`src/design/RamBlockPkg.sv`:
```
// Shared enums for the external SRAM block.
// Every module refers to these through RamBlockPkg:: scoped names.
package RamBlockPkg;

	// Direction of one SRAM access
	typedef enum logic [0:0]
	{
		cmdRead  = 1'b0,
		cmdWrite = 1'b1
	} RamCmd;

	// Host register offsets, word select in usiAdrs[2:0]
	typedef enum logic [2:0]
	{
		regCtrl   = 3'd0,	// bit 0 starts the tester
		regSeed   = 3'd1,	// tester pattern seed
		regAdrs   = 3'd2,	// host SRAM address
		regWdata  = 3'd3,	// write starts a host write
		regRdata  = 3'd4,	// write starts a host read
		regStatus = 3'd5	// busy, done, error
	} CsrReg;

	// Memory tester sequence
	typedef enum logic [2:0] {tstIdle, tstWrite, tstRead, tstDone} TesterState;

	// SRAM pin timing phases
	typedef enum logic [1:0] {portIdle, portSetup, portStrobe, portHold} PortState;

endpackage

```
`src/design/RamIfPortUnit.sv`:
```
// SRAM pin driver for one access at a time.
// portStart runs setup, strobe and hold, one cycle each, and portDone
// pulses in the hold cycle. Strobes are active low and registered.
// Byte lanes are always enabled together.
`timescale 1ns/1ps

module RamIfPortUnit #(
	parameter pRamAdrsWidth = 18,
	parameter pRamDqWidth = 16
)(
	input  logic sClk,
	input  logic reset,
	input  logic portStart,
	input  RamBlockPkg::RamCmd portCmd,
	input  logic [pRamAdrsWidth-1:0] portAdrs,
	input  logic [pRamDqWidth-1:0] portWd,
	output logic [pRamDqWidth-1:0] portRd,
	output logic portDone,
	input  logic [pRamDqWidth-1:0] sramDin,
	output logic [pRamAdrsWidth-1:0] sramA,
	output logic [pRamDqWidth-1:0] sramDout,
	output logic sramDoe,
	output logic sramLb,
	output logic sramUb,
	output logic sramOe,
	output logic sramWe,
	output logic sramCe
);

	RamBlockPkg::PortState state;
	RamBlockPkg::RamCmd cmdReg;
	logic laneN;

	// Both lanes share one enable
	assign sramLb = laneN;
	assign sramUb = laneN;

	always_ff @(posedge sClk)
	begin
		if (reset)
		begin
			state <= RamBlockPkg::portIdle;
			portDone <= 1'b0;
			sramCe <= 1'b1;
			sramOe <= 1'b1;
			sramWe <= 1'b1;
			sramDoe <= 1'b0;
			laneN <= 1'b1;
		end
		else
		begin
			portDone <= 1'b0;
			case (state)
				RamBlockPkg::portIdle:
				begin
					if (portStart)
					begin
						state <= RamBlockPkg::portSetup;
						laneN <= 1'b0;
						// Write data drives from setup through hold
						sramDoe <= (portCmd == RamBlockPkg::cmdWrite);
					end
				end
				RamBlockPkg::portSetup:
				begin
					state <= RamBlockPkg::portStrobe;
					sramCe <= 1'b0;
					sramOe <= (cmdReg != RamBlockPkg::cmdRead);
					sramWe <= (cmdReg != RamBlockPkg::cmdWrite);
				end
				RamBlockPkg::portStrobe:
				begin
					state <= RamBlockPkg::portHold;
					sramCe <= 1'b1;
					sramOe <= 1'b1;
					sramWe <= 1'b1;
					portDone <= 1'b1;
				end
				default:
				begin
					// Hold cycle, release the bus
					state <= RamBlockPkg::portIdle;
					laneN <= 1'b1;
					sramDoe <= 1'b0;
				end
			endcase
		end
	end

	// Address and data held for the whole access; read sampled at strobe end
	always_ff @(posedge sClk)
	begin
		if ((state == RamBlockPkg::portIdle) && portStart)
		begin
			cmdReg <= portCmd;
			sramA <= portAdrs;
			sramDout <= portWd;
		end
		if ((state == RamBlockPkg::portStrobe) && (cmdReg == RamBlockPkg::cmdRead))
			portRd <= sramDin;
	end

endmodule

```
`src/design/RamReadWriteArbiter.sv`:
```
// Two-channel arbiter in front of the SRAM pin unit.
// Host channel has fixed priority over the tester. One access is in
// flight at a time; the granted requester gets ack after portDone and
// the grant is released once its req drops.
`timescale 1ns/1ps

module RamReadWriteArbiter #(
	parameter pRamAdrsWidth = 18,
	parameter pRamDqWidth = 16
)(
	input  logic sClk,
	input  logic reset,
	// Host channel
	input  logic hostReq,
	input  RamBlockPkg::RamCmd hostCmd,
	input  logic [pRamAdrsWidth-1:0] hostAdrs,
	input  logic [pRamDqWidth-1:0] hostWd,
	output logic hostAck,
	output logic [pRamDqWidth-1:0] hostRd,
	// Tester channel
	input  logic tstReq,
	input  RamBlockPkg::RamCmd tstCmd,
	input  logic [pRamAdrsWidth-1:0] tstAdrs,
	input  logic [pRamDqWidth-1:0] tstWd,
	output logic tstAck,
	output logic [pRamDqWidth-1:0] tstRd,
	// Pin unit
	output logic portStart,
	output RamBlockPkg::RamCmd portCmd,
	output logic [pRamAdrsWidth-1:0] portAdrs,
	output logic [pRamDqWidth-1:0] portWd,
	input  logic [pRamDqWidth-1:0] portRd,
	input  logic portDone
);

	// Bit 0 host, bit 1 tester; zero means idle
	logic [1:0] grant;
	logic [pRamDqWidth-1:0] rdLatch;
	logic ackRelease;

	// Granted requester has closed its side
	assign ackRelease = (hostAck && !hostReq) || (tstAck && !tstReq);

	// Read word is valid on either channel while its ack is high
	assign hostRd = rdLatch;
	assign tstRd  = rdLatch;

	always_ff @(posedge sClk)
	begin
		if (reset)
		begin
			grant <= 2'b00;
			portStart <= 1'b0;
			hostAck <= 1'b0;
			tstAck <= 1'b0;
		end
		else
		begin
			portStart <= 1'b0;
			if (grant == 2'b00)
			begin
				// Fixed priority, host first
				if (hostReq)
				begin
					grant <= 2'b01;
					portStart <= 1'b1;
				end
				else if (tstReq)
				begin
					grant <= 2'b10;
					portStart <= 1'b1;
				end
			end
			else if (portDone)
			begin
				hostAck <= grant[0];
				tstAck <= grant[1];
			end
			else if (ackRelease)
			begin
				hostAck <= 1'b0;
				tstAck <= 1'b0;
				grant <= 2'b00;
			end
		end
	end

	// Command follows the winner while idle and freezes once granted
	always_ff @(posedge sClk)
	begin
		if (grant == 2'b00)
		begin
			portCmd <= hostReq ? hostCmd : tstCmd;
			portAdrs <= hostReq ? hostAdrs : tstAdrs;
			portWd <= hostReq ? hostWd : tstWd;
		end
		if (portDone)
			rdLatch <= portRd;
	end

endmodule

```
`src/design/MemoryReadWriteTester.sv`:
```
// Built-in SRAM tester.
// On testStart it writes seed + 3*address over addresses 0..pTestLength-1,
// then reads the range back and flags any mismatch in the sticky testErr.
// testDone stays high until the next start.
`timescale 1ns/1ps

module MemoryReadWriteTester #(
	parameter pRamAdrsWidth = 18,
	parameter pRamDqWidth = 16,
	parameter pTestLength = 64
)(
	input  logic sClk,
	input  logic reset,
	input  logic testStart,
	input  logic [pRamDqWidth-1:0] testSeed,
	output logic tstReq,
	output RamBlockPkg::RamCmd tstCmd,
	output logic [pRamAdrsWidth-1:0] tstAdrs,
	output logic [pRamDqWidth-1:0] tstWd,
	input  logic tstAck,
	input  logic [pRamDqWidth-1:0] tstRd,
	output logic testDone,
	output logic testErr
);

	RamBlockPkg::TesterState state;
	logic [pRamAdrsWidth-1:0] adrsCnt;
	logic [pRamDqWidth-1:0] seedReg;
	logic [pRamDqWidth-1:0] expWord;
	logic lastAdrs;
	logic reqIdle;
	logic reqDone;
	logic startOk;

	// Pattern word for the current address
	assign expWord  = seedReg + pRamDqWidth'(adrsCnt * 2'd3);
	assign lastAdrs = (adrsCnt == pRamAdrsWidth'(pTestLength - 1));
	// Next req only after the previous ack has dropped
	assign reqIdle  = !tstReq && !tstAck;
	assign reqDone  = tstReq && tstAck;
	// Start is accepted only when no pass is running
	assign startOk  = testStart &&
		((state == RamBlockPkg::tstIdle) || (state == RamBlockPkg::tstDone));

	// Address and data stay put while req is high
	assign tstAdrs  = adrsCnt;
	assign tstWd    = expWord;
	assign tstCmd   = (state == RamBlockPkg::tstRead) ?
		RamBlockPkg::cmdRead : RamBlockPkg::cmdWrite;
	assign testDone = (state == RamBlockPkg::tstDone);

	// Seed is held for the whole run
	always_ff @(posedge sClk)
	begin
		if (startOk)
			seedReg <= testSeed;
	end

	always_ff @(posedge sClk)
	begin
		if (reset)
		begin
			state <= RamBlockPkg::tstIdle;
			adrsCnt <= '0;
			tstReq <= 1'b0;
			testErr <= 1'b0;
		end
		else
		begin
			case (state)
				RamBlockPkg::tstIdle, RamBlockPkg::tstDone:
				begin
					// Fresh run clears the old error
					if (startOk)
					begin
						state <= RamBlockPkg::tstWrite;
						adrsCnt <= '0;
						testErr <= 1'b0;
					end
				end
				RamBlockPkg::tstWrite:
				begin
					if (reqIdle)
						tstReq <= 1'b1;
					else if (reqDone)
					begin
						tstReq <= 1'b0;
						// Last write turns the pass around to read-back
						if (lastAdrs)
						begin
							state <= RamBlockPkg::tstRead;
							adrsCnt <= '0;
						end
						else
							adrsCnt <= adrsCnt + 1'b1;
					end
				end
				RamBlockPkg::tstRead:
				begin
					if (reqIdle)
						tstReq <= 1'b1;
					else if (reqDone)
					begin
						tstReq <= 1'b0;
						// Sticky compare error
						if (tstRd != expWord)
							testErr <= 1'b1;
						if (lastAdrs)
							state <= RamBlockPkg::tstDone;
						else
							adrsCnt <= adrsCnt + 1'b1;
					end
				end
				default:
					state <= RamBlockPkg::tstIdle;
			endcase
		end
	end

endmodule

```
`src/design/RamCsr.sv`:
```
// Host register file of the SRAM block.
// Decodes the block select, keeps address, seed and last read word, and
// turns writes of regWdata or regRdata into one four-phase SRAM request.
// The host polls regStatus bit 0 until the access is complete.
`timescale 1ns/1ps

module RamCsr #(
	parameter pRamAdrsWidth = 18,
	parameter pRamDqWidth = 16,
	parameter pUsiBusWidth = 32,
	parameter [7:0] pAdrsMap = 8'h04
)(
	input  logic sClk,
	input  logic reset,
	input  logic [pUsiBusWidth-1:0] usiAdrs,
	input  logic [pUsiBusWidth-1:0] usiWd,
	input  logic usiWe,
	input  logic usiRe,
	output logic [pUsiBusWidth-1:0] usiRd,
	output logic hostReq,
	output RamBlockPkg::RamCmd hostCmd,
	output logic [pRamAdrsWidth-1:0] hostAdrs,
	output logic [pRamDqWidth-1:0] hostWd,
	input  logic hostAck,
	input  logic [pRamDqWidth-1:0] hostRd,
	output logic testStart,
	output logic [pRamDqWidth-1:0] testSeed,
	input  logic testDone,
	input  logic testErr
);

	RamBlockPkg::CsrReg csrOffset;
	logic blockSel;
	logic csrWrite;
	logic accessGo;
	logic busy;
	logic [pRamAdrsWidth-1:0] ramAdrs;
	logic [pRamDqWidth-1:0] rdata;

	// Block select on bits 15:8, word offset in the low bits
	assign blockSel  = (usiAdrs[15:8] == pAdrsMap);
	assign csrOffset = RamBlockPkg::CsrReg'(usiAdrs[2:0]);
	assign csrWrite  = usiWe && blockSel;
	// New access only when the last one has fully closed
	assign accessGo  = csrWrite && !busy &&
		((csrOffset == RamBlockPkg::regWdata) || (csrOffset == RamBlockPkg::regRdata));

	// Configuration registers
	always_ff @(posedge sClk)
	begin
		if (reset)
		begin
			ramAdrs <= '0;
			testSeed <= '0;
			testStart <= 1'b0;
		end
		else
		begin
			if (csrWrite && (csrOffset == RamBlockPkg::regAdrs))
				ramAdrs <= usiWd[pRamAdrsWidth-1:0];
			if (csrWrite && (csrOffset == RamBlockPkg::regSeed))
				testSeed <= usiWd[pRamDqWidth-1:0];
			// One-cycle start pulse
			testStart <= csrWrite && (csrOffset == RamBlockPkg::regCtrl) && usiWd[0];
		end
	end

	// Request side of the handshake; busy covers all four phases
	always_ff @(posedge sClk)
	begin
		if (reset)
		begin
			hostReq <= 1'b0;
			busy <= 1'b0;
		end
		else if (accessGo)
		begin
			hostReq <= 1'b1;
			busy <= 1'b1;
		end
		else if (hostReq && hostAck)
			hostReq <= 1'b0;
		else if (busy && !hostReq && !hostAck)
			busy <= 1'b0;
	end

	// Request payload and read word capture
	always_ff @(posedge sClk)
	begin
		if (accessGo)
		begin
			hostCmd <= (csrOffset == RamBlockPkg::regWdata) ?
				RamBlockPkg::cmdWrite : RamBlockPkg::cmdRead;
			hostAdrs <= ramAdrs;
			hostWd <= usiWd[pRamDqWidth-1:0];
		end
		if (hostReq && hostAck && (hostCmd == RamBlockPkg::cmdRead))
			rdata <= hostRd;
	end

	// Registered read-back one cycle after usiRe
	always_ff @(posedge sClk)
	begin
		if (reset)
			usiRd <= '0;
		else if (usiRe && blockSel)
		begin
			case (csrOffset)
				RamBlockPkg::regSeed:   usiRd <= pUsiBusWidth'(testSeed);
				RamBlockPkg::regAdrs:   usiRd <= pUsiBusWidth'(ramAdrs);
				RamBlockPkg::regWdata:  usiRd <= pUsiBusWidth'(hostWd);
				RamBlockPkg::regRdata:  usiRd <= pUsiBusWidth'(rdata);
				RamBlockPkg::regStatus: usiRd <= pUsiBusWidth'({testErr, testDone, busy});
				default:                usiRd <= '0;
			endcase
		end
	end

endmodule

```
`src/design/RamBlock.sv`:
```
// External asynchronous SRAM block.
// Host registers and the built-in tester share one SRAM through the arbiter.
// All parameters are set here and handed down to the submodules.
`timescale 1ns/1ps

module RamBlock #(
	parameter pRamAdrsWidth = 18,
	parameter pRamDqWidth = 16,
	parameter pUsiBusWidth = 32,
	parameter [7:0] pAdrsMap = 8'h04,
	parameter pTestLength = 64
)(
	input  logic sClk,
	input  logic reset,
	// Host bus
	input  logic [pUsiBusWidth-1:0] usiAdrs,
	input  logic [pUsiBusWidth-1:0] usiWd,
	input  logic usiWe,
	input  logic usiRe,
	output logic [pUsiBusWidth-1:0] usiRd,
	// SRAM pins, strobes active low
	input  logic [pRamDqWidth-1:0] sramDin,
	output logic [pRamAdrsWidth-1:0] sramA,
	output logic [pRamDqWidth-1:0] sramDout,
	output logic sramDoe,
	output logic sramLb,
	output logic sramUb,
	output logic sramOe,
	output logic sramWe,
	output logic sramCe,
	// Tester status
	output logic testErr,
	output logic testDone
);

//----------------------------------------------------------------------------
// Internal channels
//----------------------------------------------------------------------------
	// Host requester
	logic hostReq, hostAck;
	RamBlockPkg::RamCmd hostCmd;
	logic [pRamAdrsWidth-1:0] hostAdrs;
	logic [pRamDqWidth-1:0] hostWd, hostRd;
	// Tester requester
	logic tstReq, tstAck;
	RamBlockPkg::RamCmd tstCmd;
	logic [pRamAdrsWidth-1:0] tstAdrs;
	logic [pRamDqWidth-1:0] tstWd, tstRd;
	// Arbiter to pin unit
	logic portStart, portDone;
	RamBlockPkg::RamCmd portCmd;
	logic [pRamAdrsWidth-1:0] portAdrs;
	logic [pRamDqWidth-1:0] portWd, portRd;
	// Tester control from the registers
	logic testStart;
	logic [pRamDqWidth-1:0] testSeed;

//----------------------------------------------------------------------------
// Register front end
//----------------------------------------------------------------------------
	RamCsr #(
		.pRamAdrsWidth(pRamAdrsWidth), .pRamDqWidth(pRamDqWidth),
		.pUsiBusWidth(pUsiBusWidth), .pAdrsMap(pAdrsMap)
	) ramCsr0 (
		.sClk(sClk), .reset(reset),
		.usiAdrs(usiAdrs), .usiWd(usiWd), .usiWe(usiWe), .usiRe(usiRe), .usiRd(usiRd),
		.hostReq(hostReq), .hostCmd(hostCmd), .hostAdrs(hostAdrs), .hostWd(hostWd),
		.hostAck(hostAck), .hostRd(hostRd),
		.testStart(testStart), .testSeed(testSeed),
		.testDone(testDone), .testErr(testErr)
	);

//----------------------------------------------------------------------------
// Built-in tester
//----------------------------------------------------------------------------
	MemoryReadWriteTester #(
		.pRamAdrsWidth(pRamAdrsWidth), .pRamDqWidth(pRamDqWidth),
		.pTestLength(pTestLength)
	) tester0 (
		.sClk(sClk), .reset(reset),
		.testStart(testStart), .testSeed(testSeed),
		.tstReq(tstReq), .tstCmd(tstCmd), .tstAdrs(tstAdrs), .tstWd(tstWd),
		.tstAck(tstAck), .tstRd(tstRd),
		.testDone(testDone), .testErr(testErr)
	);

//----------------------------------------------------------------------------
// Arbiter and SRAM pins
//----------------------------------------------------------------------------
	RamReadWriteArbiter #(
		.pRamAdrsWidth(pRamAdrsWidth), .pRamDqWidth(pRamDqWidth)
	) arbiter0 (
		.sClk(sClk), .reset(reset),
		.hostReq(hostReq), .hostCmd(hostCmd), .hostAdrs(hostAdrs), .hostWd(hostWd),
		.hostAck(hostAck), .hostRd(hostRd),
		.tstReq(tstReq), .tstCmd(tstCmd), .tstAdrs(tstAdrs), .tstWd(tstWd),
		.tstAck(tstAck), .tstRd(tstRd),
		.portStart(portStart), .portCmd(portCmd), .portAdrs(portAdrs), .portWd(portWd),
		.portRd(portRd), .portDone(portDone)
	);

	RamIfPortUnit #(
		.pRamAdrsWidth(pRamAdrsWidth), .pRamDqWidth(pRamDqWidth)
	) portUnit0 (
		.sClk(sClk), .reset(reset),
		.portStart(portStart), .portCmd(portCmd), .portAdrs(portAdrs), .portWd(portWd),
		.portRd(portRd), .portDone(portDone),
		.sramDin(sramDin), .sramA(sramA), .sramDout(sramDout), .sramDoe(sramDoe),
		.sramLb(sramLb), .sramUb(sramUb), .sramOe(sramOe), .sramWe(sramWe),
		.sramCe(sramCe)
	);

endmodule

```
`config.mk`:
```
export PLATFORM = sky130hd
export DESIGN_NAME = RamBlock
export DESIGN_NICKNAME = d
export VERILOG_FILES = /design/src/design/RamBlockPkg.sv /design/src/design/RamIfPortUnit.sv /design/src/design/RamReadWriteArbiter.sv /design/src/design/MemoryReadWriteTester.sv /design/src/design/RamCsr.sv /design/src/design/RamBlock.sv
export SDC_FILE = /design/constraint.sdc
export NUM_CORES = 1
export LEC_CHECK = 0
export BUFFER_PORTS_ARGS = -buffer_cell sky130_fd_sc_hd__buf_2
export CELL_PAD_IN_SITES_DETAIL_PLACEMENT = 0
export CELL_PAD_IN_SITES_GLOBAL_PLACEMENT = 1
export CORE_ASPECT_RATIO = 1.25
export CORE_MARGIN = 2
export CORE_UTILIZATION = 40
export DETAILED_ROUTE_END_ITERATION = 10
export PLACE_DENSITY = 0.73
export SLEW_MARGIN = 30
export SYNTH_ARGS = -nofsm -noshare
export SYNTH_HDL_FRONTEND = slang
export SYNTH_SLANG_ARGS = --single-unit
```
`constraint.sdc`:
```
create_clock -name sClk -period 6 [get_ports sClk]
set_input_delay 1.5 -clock sClk [delete_from_list [all_inputs] [get_ports sClk]]
set_output_delay 1.5 -clock sClk [all_outputs]
set_load 0.02 [all_outputs]
```
==> results_dict.tcl <==
set metrics [dict create \
    slew_headroom_pct 37.0 \
    htree_levels 1 \
    core_region_area_um2 27700 \
    vdd_drop_max_uv 227 \
    place_area_um2 12200 \
    antenna_found_initial 0 \
    drt-initial-drc-count 441 \
    fin_ws_ns 2.22 \
    grt_pass1_vias 6940 \
    dp_hpwl_um 18900 \
    cts_setup_buffers 0 \
    drt_wl_total_um 25900 \
    criticalPathCategory "input port to register" \
    combPwrFrac_pct 15.4 \
    reg2reg_slack_ns 2.38 \
    synth_mux_area_share_pct 4.40 \
    ys_ff_latch 259 \
    most-common-layout-cells "edfxtp_1, buf_2, dfxtp_1" \
    clock_latency_ns 0.52 \
    ys.flop_type "edfxtp_1" \
    max_clock_freq_mhz 265 \
    synth-adder-area-share_pct 7.62 \
    p_leak_nw 5.10 \
    drc_errors 0 \
    drtPass1Iterations 5 \
    outcome "completed" \
    ant_nets 0 \
    tightest_slew_ns 0.944 \
    avgRoutedWirePerCell_um 18.8 \
    grt.total_usage_pct 17.4 \
    start_util_pct 40.8 \
    finalCriticalPeriod_ns 3.78 \
    end_kind "register" \
    area_delta_synth_final_pct 14.9 \
    rr_worst_depth 11 \
    path_clk_slew_ns 0.06 \
    ys_warn_count 0 \
    port_buffers 108 \
    io_pins 158 \
    post-route-period-util_pct 62.9 \
    cts_buffers 25 \
    pwr-share-clk_pct 37.1 \
    overflow 0 \
    worstReg2RegEnd "tester0.testErr" \
    arrival_ns 3.91 \
    p_seq_share_pct 47.4 \
    crit_end "ramCsr0.hostAdrs[10]" \
    pre_cts_slack_ns 1.74 \
    syn_inst 910 \
    synth_compound_gate_area_share_pct 9.99 \
    worstHoldPathType "register to register" \
    finalSetupViolCount 0 \
    die_h_um 192 \
    clock_tree.buffer_depth 3 \
    internal_power_w 0.00327 \
    rsz0062_at_grt "no" \
    critPathMaxFanout 35 \
    ctsResizeCount 0 \
    avgSynthCellArea_um2 12.4 \
    grt_pass1_wl_um 39900 \
    fp.dieW_um 154 \
    n_antenna_cell 0 \
    hold_viol_final 0 \
    synth-simple-area-share_pct 10.1 \
    cts_root_buffer "clkbuf_16" \
    timing.rr.start "tester0.tstAdrs[1]" \
    place.gp.congestion 0.876 \
    skew_ns 0.00925 \
    via_per_inst 5.10 \
    die-area_um2 29700 \
    drive_above_1_share_pct 18.3 \
    grt_max_degree 61 \
    final_common_cell "edfxtp_1" \
    cp-start-kind "input port" \
    power_w 0.00440 \
    ys_seq_area_share_pct 60.7 \
    p_sw_w 0.00113 \
    finalSetupTns_ns 0 \
    required_ns 6.13 \
    p_per_area_nw_per_um2 338 \
    drv_cap 0 \
    cts_tree "built" \
    ys_types 73 \
    cts_hold_buffers 0 \
    fp-row-count 68 \
    vias 7039 \
    syn_area_um2 11300 \
    async_reset_ff_share_pct 0 \
    design_area_um2 13000 \
    switching_share_pct 25.7 \
    cts.sinks 259 \
    synth-edff-count 169 \
    synth-xor-area-share_pct 3.70 \
    nets 1155 \
    critPathLaunch "usiAdrs[0]" \
    synth_top_family_by_area "simple AND/OR/NAND/NOR gates" \
    drv_slew 0 \
]
-- power by group through the flow --
stage	combinational [W]	clock [W]	sequential, W
finish	0.000679	0.00163	0.00209
global route	0.000743	0.00174	0.00210
CTS	0.000685	0.00167	0.00209
detailed placement	0.000682	0	0.00213
global placement	0.000661	0	0.00213
floorplan	0.000447	0	0.00216
-- flip-flops by register name, indices dropped and copies added (netlist names), 18 cells and up --
name,count
arbiter0.portAdrs,18
portUnit0.sramA,18
ramCsr0.hostAdrs,18
ramCsr0.ramAdrs,18
ramCsr0.usiRd,18
tester0.tstAdrs,18
-- cell type report --
type	instances	area (µm²)
fill	2569	14700
sequential	259	6880
multi-input combinational	584	4140
clock buffer	33	666
timing repair buffer	114	606
tap	350	438
clock inverter	12	181
inverter	27	101
-- Yosys cell counts (2+ instances only) --
library cell | number | area share, %
xor2_1 | 19 | 1.5
o21ai_1 | 3 | 0.13
o22ai_1 | 15 | 0.83
a22oi_1 | 31 | 2.1
and4_1 | 2 | 0.15
buf_4 | 15 | 0.99
a21oi_1 | 53 | 2.3
nor3_1 | 7 | 0.31
nor4_1 | 4 | 0.22
mux2_2 | 14 | 1.4
a211oi_2 | 3 | 0.33
o21bai_1 | 3 | 0.20
mux2i_1 | 34 | 3.0
nor2_1 | 87 | 2.9
nor4b_1 | 3 | 0.23
clkbuf_1 | 27 | 0.89
nand3_1 | 12 | 0.53
edfxtp_1 | 169 | 45
dfxtp_1 | 90 | 16
o21a_1 | 2 | 0.13
o21ai_2 | 2 | 0.15
o31ai_1 | 2 | 0.13
ha_1 | 45 | 5.0
or3_1 | 5 | 0.28
a21o_1 | 8 | 0.53
a31oi_1 | 2 | 0.11
or2_2 | 2 | 0.11
a221oi_1 | 3 | 0.23
o21ai_0 | 34 | 1.5
nand2b_1 | 6 | 0.33
xnor2_1 | 19 | 1.5
o211ai_1 | 4 | 0.27
buf_2 | 7 | 0.31
inv_1 | 27 | 0.89
fa_1 | 15 | 2.7
nand4b_1 | 2 | 0.15
nand4_1 | 5 | 0.28
nand2_1 | 81 | 2.7
nor2b_1 | 10 | 0.55
and3_1 | 3 | 0.17
a21oi_2 | 3 | 0.23
-- critical path, cell delays in order --
cell,delay [ns]
buf_2,0.56
nand2b_1,0.43
nor2_1,0.24
a21oi_1,0.05
or3_1,0.38
inv_2,0.71
-- worst min-delay path by stage --
stage                         startpoint  slack [ns]                   to  cells after the start
finish               portUnit0.portRd[7]        0.41   arbiter0.hostRd[7]                      0
global route         portUnit0.portRd[7]        0.42   arbiter0.hostRd[7]                      0
CTS                  portUnit0.portRd[7]        0.42   arbiter0.hostRd[7]                      0
detailed placement  portUnit0.portRd[10]        0.40  arbiter0.hostRd[10]                      0
global placement     portUnit0.portRd[6]        0.40   arbiter0.hostRd[6]                      0
floorplan            portUnit0.portRd[0]        0.40   arbiter0.hostRd[0]                      0
-- per-stage QoR --
step | utilization (%) | hold slack (ns) | cells
after detailed placement | 43.8 | 0.405 | 1334
after global routing | 46.9 | 0.419 | 1379
after floorplan | - | 0.400 | 923
after global placement | 43.7 | 0.402 | 1333
final | 46.9 | 0.414 | 1379
after CTS | 46.9 | 0.419 | 1379
-- routing by layer --
layer / wire, µm / up-vias / track usage [%]
li1: - / 3454 / -
met1: 11700 / 3383 / 23.7
met2: 12600 / 169 / 29.8
met3: 1120 / 33 / 2.23
met4: 505 / 0 / 4.24
met5: 0 / - / 0
-- cell families after synthesis --
kind of cell    after synthesis
compound gates              176
xor+xnor                     42
fa+ha+maj                    60
buf+inv                      80
flops                       259
mux                          48
other cells                   1
simple gates                244
Note: power is estimated with default switching activity, not from simulation.
